$ cat src/design/datapathPkg.sv
package datapathPkg;

    typedef logic [31:0] word_t;
    typedef logic [3:0]  regIdx_t;   // r0 .. r15

    // Condition flags, also used as a per-flag enable mask
    typedef struct packed {
        logic n;
        logic z;
        logic c;
        logic v;
    } flags_t;

    // Register file read addresses
    typedef struct packed {
        regIdx_t dest;
        regIdx_t first;
        regIdx_t second;
    } regRead_t;

    typedef struct packed {
        word_t dest;     // Old dest value or store data
        word_t first;
        word_t second;
    } regData_t;

    typedef struct packed {
        logic    we;
        regIdx_t addr;
        word_t   data;
    } writeBack_t;

    // Single-cycle data memory port
    typedef struct packed {
        logic  read;
        logic  write;
        word_t addr;
        word_t data;
    } memReq_t;

endpackage
$ cat src/design/isaPkg.sv
package isaPkg;

    // First-level decode
    typedef enum logic [1:0] {
        immOp    = 2'b00,
        regOp    = 2'b01,
        memOp    = 2'b10,
        branchOp = 2'b11
    } instrClass_t;

    // Second-level decode, bit 3 selects the flag-setting form
    typedef enum logic [3:0] {
        fnAdd  = 4'b0001,
        fnSub  = 4'b0010,
        fnAnd  = 4'b0011,
        fnOr   = 4'b0100,
        fnXor  = 4'b0101,
        fnNot  = 4'b0110,
        fnAdds = 4'b1001,
        fnSubs = 4'b1010,
        fnAnds = 4'b1011,
        fnOrs  = 4'b1100,
        fnXors = 4'b1101
    } aluFunc_t;

    typedef enum logic [2:0] {
        mvMov  = 3'b000,
        mvMovt = 3'b001,
        mvClr  = 3'b010,
        mvSet  = 3'b011,
        mvLsl  = 3'b100,
        mvLsr  = 3'b101
    } moveFunc_t;

    typedef enum logic [3:0] {
        condEq, condNe, condHs, condLo, condMi, condPl, condVs,
        condVc, condHi, condLs, condGe, condLt, condGt, condLe
    } branchCond_t;

    typedef logic signed [15:0] imm_t;

    typedef struct packed {
        logic                  valid;
        instrClass_t           opClass;
        logic                  special;   // Set for ALU ops in the immediate class
        aluFunc_t              aluFunc;
        moveFunc_t             moveFunc;  // Bit 0 also picks store over load
        branchCond_t           cond;
        imm_t                  imm;
        datapathPkg::regIdx_t  dest;
        datapathPkg::regIdx_t  src1;
        datapathPkg::regIdx_t  src2;
    } instr_t;

    // Internal operation handed from decoder to ALU and memory unit
    typedef enum logic [4:0] {
        opNone,
        opAddR, opAddI, opSubR, opSubI,
        opAndR, opAndI, opOrR, opOrI, opXorR, opXorI,
        opNot,
        opMov, opMovt, opClr, opSet, opLsl, opLsr,
        opLoad, opStore
    } execOp_t;

    function automatic datapathPkg::word_t extendImm(imm_t value);
        return {{16{value[15]}}, value};
    endfunction

endpackage

$ cat src/design/executeStage.sv
module executeStage (
    input  logic                   clk,
    input  logic                   rst,
    input  isaPkg::instr_t         instr,
    input  datapathPkg::regData_t  regData,
    input  datapathPkg::word_t     memRdData,
    output datapathPkg::regRead_t  regRead,
    output datapathPkg::writeBack_t writeBack,
    output datapathPkg::memReq_t   memReq,
    output logic                   branchTaken,
    output datapathPkg::flags_t    flags
);
    import isaPkg::*;
    import datapathPkg::*;

    execOp_t op;
    logic    wbEnable;
    flags_t  flagMask;
    flags_t  candFlags;
    word_t   aluResult;
    word_t   loadData;

    instrDecoder decoder_i (
        .instr    (instr),
        .op       (op),
        .regRead  (regRead),
        .wbEnable (wbEnable),
        .flagMask (flagMask)
    );

    aluUnit alu_i (
        .op        (op),
        .imm       (instr.imm),
        .regData   (regData),
        .result    (aluResult),
        .candFlags (candFlags)
    );

    memAccessUnit mem_i (
        .op        (op),
        .imm       (instr.imm),
        .regData   (regData),
        .memRdData (memRdData),
        .memReq    (memReq),
        .loadData  (loadData)
    );

    flagRegister flagReg_i (
        .clk       (clk),
        .rst       (rst),
        .candFlags (candFlags),
        .flagMask  (flagMask),
        .flags     (flags)
    );

    branchCondition branch_i (
        .instr (instr),
        .flags (flags),
        .taken (branchTaken)
    );

    // Loads return memory data, everything else the ALU result
    assign writeBack.we   = wbEnable;
    assign writeBack.addr = regRead.dest;
    assign writeBack.data = (op == opLoad) ? loadData : aluResult;

endmodule

$ cat src/design/branchCondition.sv
module branchCondition (
    input  isaPkg::instr_t      instr,
    input  datapathPkg::flags_t flags,
    output logic                taken
);
    import isaPkg::*;

    logic condMet;

    always_comb begin
        case (instr.cond)
            condEq:  condMet = flags.z;
            condNe:  condMet = !flags.z;
            condHs:  condMet = flags.c;
            condLo:  condMet = !flags.c;
            condMi:  condMet = flags.n;
            condPl:  condMet = !flags.n;
            condVs:  condMet = flags.v;
            condVc:  condMet = !flags.v;
            condHi:  condMet = flags.c && !flags.z;      // Unsigned higher
            condLs:  condMet = !(flags.c && !flags.z);
            condGe:  condMet = (flags.n == flags.v);      // Signed compares
            condLt:  condMet = (flags.n != flags.v);
            condGt:  condMet = !flags.z && (flags.n == flags.v);
            condLe:  condMet = !(!flags.z && (flags.n == flags.v));
            default: condMet = 1'b0;
        endcase
    end

    // Only a valid branch can redirect
    assign taken = instr.valid && (instr.opClass == branchOp) && condMet;

endmodule

$ cat src/design/flagRegister.sv
module flagRegister (
    input  logic                clk,
    input  logic                rst,
    input  datapathPkg::flags_t candFlags,
    input  datapathPkg::flags_t flagMask,
    output datapathPkg::flags_t flags
);
    import datapathPkg::*;

    flags_t flagsNext;

    // Take masked flags from the ALU, keep the rest
    assign flagsNext = flags_t'((flags & ~flagMask) | (candFlags & flagMask));

    always_ff @(posedge clk or posedge rst) begin
        if (rst) begin
            flags <= '0;
        end else begin
            flags <= flagsNext;
        end
    end

    holdWithoutMask: assert property (
        @(posedge clk) disable iff (rst)
        flagMask == '0 |=> $stable(flags)
    ) else $error("flagRegister: NZCV changed with an empty mask");

endmodule

$ cat src/design/memAccessUnit.sv
module memAccessUnit (
    input  isaPkg::execOp_t       op,
    input  isaPkg::imm_t          imm,
    input  datapathPkg::regData_t regData,
    input  datapathPkg::word_t    memRdData,
    output datapathPkg::memReq_t  memReq,
    output datapathPkg::word_t    loadData
);
    import isaPkg::*;

    always_comb begin
        memReq = '0;
        if (op inside {opLoad, opStore})
            memReq.addr = regData.first + extendImm(imm);   // Base plus offset
        if (op == opStore) begin
            memReq.write = 1'b1;
            memReq.data  = regData.dest;
        end
        memReq.read = (op == opLoad);
    end

    assign loadData = (op == opLoad) ? memRdData : '0;

    oneAccessPerCycle: assert final (!(memReq.read && memReq.write))
        else $error("memAccessUnit: read and write requested together");

endmodule

$ cat src/design/aluUnit.sv
module aluUnit (
    input  isaPkg::execOp_t       op,
    input  isaPkg::imm_t          imm,
    input  datapathPkg::regData_t regData,
    output datapathPkg::word_t    result,
    output datapathPkg::flags_t   candFlags
);
    import isaPkg::*;
    import datapathPkg::*;

    logic        isImmForm;
    logic        isSub;
    logic        isArith;
    word_t       opA;
    word_t       opB;
    word_t       addB;        // opB, inverted for subtract
    logic [32:0] sum;

    assign isImmForm = op inside {opAddI, opSubI, opAndI, opOrI, opXorI};
    assign isSub     = op inside {opSubR, opSubI};
    assign isArith   = op inside {opAddR, opAddI, opSubR, opSubI};

    assign opA  = regData.first;
    assign opB  = isImmForm ? extendImm(imm) : regData.second;
    assign addB = isSub ? ~opB : opB;

    // One adder for both, carry out is not-borrow on subtract
    assign sum = {1'b0, opA} + {1'b0, addB} + {32'd0, isSub};

    always_comb begin
        case (op)
            opAddR, opAddI,
            opSubR, opSubI:  result = sum[31:0];
            opAndR, opAndI:  result = opA & opB;
            opOrR,  opOrI:   result = opA | opB;
            opXorR, opXorI:  result = opA ^ opB;
            opNot:           result = ~opA;
            opMov:           result = extendImm(imm);
            opMovt:          result = {imm, regData.dest[15:0]};
            opClr:           result = '0;
            opSet:           result = '1;
            opLsl:           result = opA << imm;   // Amount taken from immediate
            opLsr:           result = opA >> imm;
            default:         result = '0;
        endcase
    end

    always_comb begin
        candFlags.n = result[31];
        candFlags.z = (result == '0);
        candFlags.c = isArith & sum[32];
        // Signs of adder inputs agree but result sign flips
        candFlags.v = isArith & (opA[31] == addB[31]) & (result[31] != opA[31]);
    end

endmodule

$ cat src/design/instrDecoder.sv
module instrDecoder (
    input  isaPkg::instr_t        instr,
    output isaPkg::execOp_t       op,
    output datapathPkg::regRead_t regRead,
    output logic                  wbEnable,
    output datapathPkg::flags_t   flagMask
);
    import isaPkg::*;
    import datapathPkg::*;

    localparam flags_t allFlags = '{n: 1'b1, z: 1'b1, c: 1'b1, v: 1'b1};
    localparam flags_t nzFlags  = '{n: 1'b1, z: 1'b1, c: 1'b0, v: 1'b0};

    logic isImm;

    assign isImm = (instr.opClass == immOp);

    always_comb begin
        op       = opNone;
        regRead  = '0;
        flagMask = '0;
        if (instr.valid) begin
            case (instr.opClass)
                immOp, regOp: begin
                    regRead.dest = instr.dest;
                    if (isImm && !instr.special) begin
                        case (instr.moveFunc)
                            mvMov:  op = opMov;
                            mvMovt: op = opMovt;   // Keeps low half of old dest
                            mvClr:  op = opClr;
                            mvSet:  op = opSet;
                            mvLsl:  op = opLsl;
                            mvLsr:  op = opLsr;
                            default: op = opNone;
                        endcase
                        if (op inside {opLsl, opLsr})
                            regRead.first = instr.src1;
                    end else begin
                        regRead.first = instr.src1;
                        if (!isImm && instr.aluFunc != fnNot)
                            regRead.second = instr.src2;
                        case (instr.aluFunc)
                            fnAdd, fnAdds: op = isImm ? opAddI : opAddR;
                            fnSub, fnSubs: op = isImm ? opSubI : opSubR;
                            fnAnd, fnAnds: op = isImm ? opAndI : opAndR;
                            fnOr,  fnOrs:  op = isImm ? opOrI  : opOrR;
                            fnXor, fnXors: op = isImm ? opXorI : opXorR;
                            fnNot:         op = opNot;
                            default:       op = opNone;
                        endcase
                        case (instr.aluFunc)
                            fnAdds, fnSubs:         flagMask = allFlags;
                            fnAnds, fnOrs, fnXors:  flagMask = nzFlags;   // C and V untouched
                            default:                flagMask = '0;
                        endcase
                    end
                end
                memOp: begin
                    regRead.dest  = instr.dest;   // Store data
                    regRead.first = instr.src1;   // Base
                    op = instr.moveFunc[0] ? opStore : opLoad;
                end
                default: op = opNone;   // Branches only look at flags
            endcase
            if (op == opNone)
                regRead = '0;
        end
    end

    assign wbEnable = !(op inside {opNone, opStore});

    // A bubble must never write a register or touch the flags
    noSideEffectWhenIdle: assert final (instr.valid || (!wbEnable && flagMask == '0))
        else $error("decoder: write enable or flag mask without valid instruction");

endmodule

$ cat config.mk
export PLATFORM = sky130hd
export DESIGN_NAME = executeStage
export DESIGN_NICKNAME = d
export VERILOG_FILES = /design/src/design/datapathPkg.sv /design/src/design/isaPkg.sv /design/src/design/executeStage.sv /design/src/design/branchCondition.sv /design/src/design/flagRegister.sv /design/src/design/memAccessUnit.sv /design/src/design/aluUnit.sv /design/src/design/instrDecoder.sv
export SDC_FILE = /design/constraint.sdc
export NUM_CORES = 1
export LEC_CHECK = 0
export BUFFER_PORTS_ARGS = -buffer_cell sky130_fd_sc_hd__buf_2
export CAP_MARGIN = 20
export CORE_MARGIN = 5
export CORE_UTILIZATION = 35
export CTS_CLUSTER_DIAMETER = 120
export DETAILED_ROUTE_END_ITERATION = 10
export GPL_TIMING_DRIVEN = 1
export PLACE_DENSITY = 0.63
export SLEW_MARGIN = 30
export SYNTH_ARGS = -nofsm -noshare
export SYNTH_HDL_FRONTEND = slang
export SYNTH_HIERARCHICAL = 1
export SYNTH_SLANG_ARGS = --single-unit
$ cat constraint.sdc
create_clock -name clk -period 10.7 [get_ports clk]
set_clock_uncertainty 0.2 [all_clocks]
set_input_delay 2.14 -clock clk [delete_from_list [all_inputs] [get_ports clk]]
set_output_delay 2.14 -clock clk [all_outputs]
set_load 0.01 [all_outputs]
==> results of run 1 <==
synth_stat cells, types with 10 or more instances:
| cell | count | area (um2) |
|---|---|---|
| o21a_1 | 18 | 135 |
| or3_1 | 17 | 106 |
| and2_1 | 47 | 294 |
| nor2b_1 | 11 | 68.8 |
| o21ai_1 | 11 | 55.1 |
| a211oi_1 | 25 | 188 |
| or2_2 | 10 | 62.6 |
| a221oi_1 | 28 | 245 |
| nor3b_1 | 10 | 75.1 |
| xor2_1 | 50 | 438 |
| a31oi_1 | 26 | 163 |
| a21o_1 | 29 | 218 |
| ha_1 | 133 | 1660 |
| a2111oi_0 | 12 | 105 |
| a221o_1 | 11 | 110 |
| clkbuf_1 | 94 | 353 |
| buf_6 | 10 | 113 |
| o21ai_0 | 90 | 450 |
| inv_1 | 97 | 364 |
| nand2b_1 | 19 | 119 |
| nand3_1 | 51 | 255 |
| nand4_1 | 21 | 131 |
| nor2_1 | 129 | 484 |
| nor3_1 | 51 | 255 |
| a211o_1 | 12 | 105 |
| mux4_2 | 55 | 1240 |
| mux2i_1 | 51 | 510 |
| nand2_1 | 160 | 601 |
| xnor2_1 | 24 | 210 |
| o211ai_1 | 40 | 300 |
| mux2_2 | 48 | 541 |
| o31ai_1 | 13 | 97.6 |
| o21bai_1 | 13 | 97.6 |
| and3_1 | 43 | 269 |
| buf_2 | 28 | 140 |
| buf_1 | 10 | 37.5 |
| a21oi_1 | 153 | 766 |
| buf_4 | 14 | 105 |
stage by stage:
step                      instances  instance area [um2]
after floorplan                1840                13300
after global placement         2526                15000
after detailed placement       2526                15000
after CTS                      2529                15100
after global routing           2529                15100
final                          2529                15100
report_power, final:
| part | internal [mW] | switching [mW] | leakage (nW) |
|---|---|---|---|
| Combinational | 0.396 | 0.628 | 6.80 |
| Clock | 0.0477 | 0.0104 | 0.0370 |
| Sequential | 0.0180 | 0.00439 | 0.0545 |
critical path: stages:
cell      delay, ns
buf_2          0.24
nor2_2         0.12
or3_1          0.33
or2_1          0.23
a31oi_2        0.60
buf_4          0.36
and3b_1        0.25
o21ai_4        0.45
buf_4          0.43
xor2_1         0.19
ha_1           0.30
o21a_1         0.15
nor2_1         0.21
a211oi_1       0.17
and3_1         0.21
a21oi_1        0.49
a31o_2         0.30
mux2i_1        0.22
o21ai_0        0.17
mux2_2         0.32
buf_2          0.15
logic make-up (layout without fill, tap and decap cells):
| logic type | Yosys count | after routing | share of synthesized area, % |
|---|---|---|---|
| multiplexers | 165 | 165 | 18.9 |
| AO/OA/AOI/OAI | 584 | 584 | 30.0 |
| adder cells (fa/ha/maj) | 135 | 135 | 12.8 |
| XOR/XNOR | 74 | 74 | 4.88 |
| AND/OR/NAND/NOR | 622 | 622 | 24.1 |
| buffers and inverters | 256 | 434 | 8.58 |
| flip-flops | 4 | 4 | 0.754 |
layer usage:
layer	share of wire, %	track usage [%]	vias to the layer above
met5	0.038	0	-
met4	5.6	13.2	4
met3	10	6.08	182
met2	44	47.0	1020
met1	40	38.0	7654
li1	-	-	7294
timing repair:
item	CTS	global route
setup buffers	0	0
setup endpoints to repair	0	12
hold endpoints to repair	0	0
gates resized for setup	0	1
final cells by class:
type / instances / share of cell area, %
Clock buffer: 3 / 0.497
Inverter: 99 / 2.46
Multi-Input combinational cell: 1580 / 80.4
Sequential cell: 4 / 0.663
Tap cell: 511 / 4.24
Timing Repair Buffer: 332 / 11.8
how the worst min path moves through the flow:
stage / start / endpoint / slack (ns)
after detailed placement: flip-flop / flip-flop / 0.39
after global placement: flip-flop / flip-flop / 0.39
after floorplan: flip-flop / flip-flop / 0.40
after global routing: flip-flop / flip-flop / 0.44
after CTS: flip-flop / flip-flop / 0.40
final: flip-flop / flip-flop / 0.40
==> impl_metrics.yaml, run 1 <==
run_status:
  run_status: "complete, no violations"
setup_path:
  reg2regPathDepth: 1
  crit_end: "writeBack[31]"
  critical_path_peak_fanout: 21
  worst-setup-path-type: "input port to primary output"
  ff2ff_setup_slack_ns: 9.66
  critical_path.startpoint: "instr[40]"
  critical_path.endpoint_type: "primary output"
  timing.critical_path.required_ns: 8.36
  worst-endpoint-arrival_ns: 8.05
  critical_path.startpoint_type: "input port"
floorplan:
  dieArea_mm2: 0.0419
  num_io_pins: 293
  die_height_um: 205
  initial_core_util_pct: 35.3
  floorplan.die.width_um: 205
  fp.coreArea_mm2: 0.0376
  fp-row-count: 71
yosys:
  synth_enable_flop_cells: 0
  synth-warning-count: 6
  synth-seq-area-share_pct: 0.754
  synth_seq_cells: 4
  post_synth_inst_count: 1840
  synthArstFlopShare_pct: 100
  postSynthNetCount: 2148
  netlist-cell-type-count: 104
  syn_avg_cell_area_um2: 7.22
  dominantRegCellSynth: "dfrtp_1"
  netlist_area_mm2: 0.0133
pwr:
  static-leakage-power_nw: 6.89
  power.total_mw: 1.10
  ir_worst_vdd_v: 0.0000384
  power.density_mw_per_mm2: 73.2
clock_network:
  tritoncts_clock_tree: "built"
  cts-root-buf: "clkbuf_16"
  clk-insertion-delay-late_ns: 0.22
  tritoncts_num_sinks: 4
  cts-root-to-sink-buffers: 2
  clkTransAtPathRegs_ns: 0.03
  htree_levels: 1
  post_cts_hold_buffer_count: 0
  cts_made_buffers: 3
global_route:
  grt.total_usage_pct: 29.3
  grt_max_degree: 68
  gr-total-overflow: 0
  grt_pass1_wl_um: 96100
  grt_antenna_before_repair: 3
  first_global_vias: 15563
sta:
  finalCriticalPeriod_ns: 10.39
  timing.hold.ws_ns: 0.396
  finalWorstSetupSlack_ns: 0.314
  timing_max_transition_violations_final: 0
  worstMarginPinSlew_ns: 0.942
  setup_viol: 0
  grt_setup_unrepaired: "no"
  layout_worst_path_cycle_share_pct: 97.1
  max_clock_freq_mhz: 96.3
  worst_slew_margin_rel_pct: 37.2
  finalHoldViolations: 0
  fin_setup_tns_ns: 0
placement:
  io_buffer_count: 292
  post-place-ws_ns: 0.352
  dp.final_hpwl_um: 51200
  globalplace.congestion: 0.995
layout:
  register_area_um2: 100
  area_used_by_multi_input_combinational_logic_mm2: 0.0121
  growth_of_design_area_from_synthesis_to_finish_pct: 13.6
  diodes_inserted: 0
  fillCellCount: 4022
  share_of_cells_above_drive_strength_1_pct: 24.4
  final_common_cell: "buf_2"
  final_core_utilization_pct: 40.2
  layout_common_cells: "buf_2, nand2_1, a21oi_1, ha_1, nor2_1"
  fin_nets: 2328
job:
  maxCapViolations: 0
worst_hold_path:
  timing.hold.worst_path_depth: 1
  min-delay-path-class: "flip-flop to flip-flop"
drt:
  first_iter_violations: 1955
  route.final.wire_length_um: 65300
  avgViaCountPerCell: 6.39
  remaining_drc_errors: 0
  route.vias.total: 16154
  drt.antenna.violating_nets: 0
  routed_wire_length_per_instance_um: 25.8
  first_pass_iters: 6
Note: power is estimated with default switching activity, not from simulation.
==> inputs of run 2 (changes only) <==
- PLACE_DENSITY: 0.63 -> 0.68
==> impl_metrics.yaml, run 2 (same netlist as run 1, synthesis figures left out) <==
floorplan:
  die_height_um: 205
  fp.coreArea_mm2: 0.0376
  dieArea_mm2: 0.0419
  floorplan.die.width_um: 205
  num_io_pins: 293
  initial_core_util_pct: 35.3
  fp-row-count: 71
setup_path:
  reg2regPathDepth: 1
  critPathSlowestCell: "a31oi_2"
  path_cells: "buf_2, nor2_2, or3_1, or2_1, a31oi_2, buf_4, and3b_1, o21ai_4, buf_4, xor2_1, ha_1, nand4_1, nor2_1, and3_1, a21oi_1, a31o_2, mux2i_1, o21ai_0, mux2_2, buf_2"
  ff2ff_setup_slack_ns: 9.66
  max_stage_delay_on_crit_path_ns: 0.63
  worst-setup-path-type: "input port to primary output"
  critical_path_peak_fanout: 19
  timing.critical_path.required_ns: 8.36
  worst-endpoint-arrival_ns: 8.10
  critical_path.endpoint_type: "primary output"
  critical_path.startpoint_type: "input port"
sta:
  timing_max_transition_violations_final: 0
  worst_slew_margin_rel_pct: 27.5
  layout_worst_path_cycle_share_pct: 97.5
  finalHoldViolations: 0
  timing.hold.ws_ns: 0.398
  finalCriticalPeriod_ns: 10.44
  fin_setup_tns_ns: 0
  max_clock_freq_mhz: 95.8
  setup_viol: 0
  grt_setup_unrepaired: "no"
  finalWorstSetupSlack_ns: 0.264
  worstMarginPinSlew_ns: 1.06
worst_hold_path:
  min-delay-path-class: "flip-flop to flip-flop"
  timing.hold.worst_path_depth: 1
layout:
  layout_common_cells: "buf_2, nand2_1, a21oi_1, ha_1, nor2_1"
  fin_nets: 2326
  share_of_cells_above_drive_strength_1_pct: 24.4
  final-instance-count-excl-fill: 2528
  fillCellCount: 4021
  final_common_cell: "buf_2"
  register_area_um2: 100
  layout_cell_area_excl_fill_mm2: 0.0151
  area_used_by_multi_input_combinational_logic_mm2: 0.0121
  growth_of_design_area_from_synthesis_to_finish_pct: 13.3
  final_core_utilization_pct: 40.1
pwr:
  power.density_mw_per_mm2: 72.9
  share_seq_of_total_power_pct: 2.0
  p_int_mw: 0.459
  switching_power_mw: 0.639
  power.share.switching_pct: 58.2
  power.total_mw: 1.10
  ir_worst_vdd_v: 0.0000419
  share_clk_of_total_power_pct: 5.3
  power.combinational.fraction_pct: 92.7
  static-leakage-power_nw: 6.88
global_route:
  grt_max_degree: 67
  gr-total-overflow: 0
  grt_pass1_wl_um: 95100
  first_global_vias: 15399
  grt.total_usage_pct: 28.8
  grt_antenna_before_repair: 0
run_status:
  run_status: "complete, no violations"
placement:
  io_buffer_count: 292
  numPlacedInstances: 2524
  dp.final_hpwl_um: 50000
  post-place-ws_ns: 0.270
  globalplace.congestion: 1.00
  place_area_mm2: 0.0150
clock_network:
  htree_levels: 1
  tritoncts_num_sinks: 4
  cts-root-to-sink-buffers: 2
  cts-root-buf: "clkbuf_16"
  cts_made_buffers: 3
  clkTransAtPathRegs_ns: 0.03
  clk-insertion-delay-late_ns: 0.23
  tritoncts_clock_tree: "built"
drt:
  remaining_drc_errors: 0
  first_iter_violations: 1933
  routed_wire_length_per_instance_um: 25.4
  route.final.wire_length_um: 64100
  first_pass_iters: 6
  drt.antenna.violating_nets: 0
  avgViaCountPerCell: 6.44
  route.vias.total: 16278
job:
  maxCapViolations: 0
==> run 2: worst max-delay path by stage <==
stage               endpoint  slack (ns)      start
6_report       writeBack[31]        0.26  instr[40]
5_1_grt        writeBack[31]        0.01  instr[40]
4_1_cts        writeBack[30]        0.25  instr[40]
3_5_place_dp   writeBack[30]        0.27  instr[40]
3_3_place_gp   writeBack[30]        0.41  instr[40]
2_1_floorplan  writeBack[21]        1.11  instr[35]
==> run 2: power groups by stage <==
stage	Combinational [mW]	Clock, mW	Sequential [mW]
floorplan	0.680	0	0.0226
finish	1.02	0.0583	0.0223
global route	1.09	0.0602	0.0229
detailed placement	0.989	0	0.0223
CTS	0.995	0.0594	0.0223
global placement	0.985	0	0.0221
==> run 2: worst max-delay path: cells and delay by family <==
kind | cells | cell delay [ns]
AO/OA/AOI/OAI | 5 | 2.16
AND/OR/NAND/NOR | 7 | 1.41
buffers and inverters | 4 | 1.18
multiplexers | 2 | 0.57
adder cells (fa/ha/maj) | 1 | 0.34
XOR/XNOR | 1 | 0.27
==> run 2: timing repair <==
item	CTS	global route
hold buffers	0	0
endpoints found under the setup margin	0	8
buffers inserted	0	0
resized for setup	0	2
==> run 2: cell type report <==
class | count | share of cell area, %
multi-input cells | 1580 | 80.5
repair buffers | 330 | 11.6
well taps | 511 | 4.25
inverters | 99 | 2.47
flip-flops and latches | 4 | 0.665
clock buffers | 3 | 0.499
diodes | 1 | 0.0166
==> run 2: layer usage <==
metal  track usage (%)  vias to the layer above  routed length (um)
met3              4.53                      181                6410
met5                 0                        -                   0
li1                  -                     7322                   -
met4              11.6                        0                3170
met2              46.0                     1048               28100
met1              38.9                     7727               26400
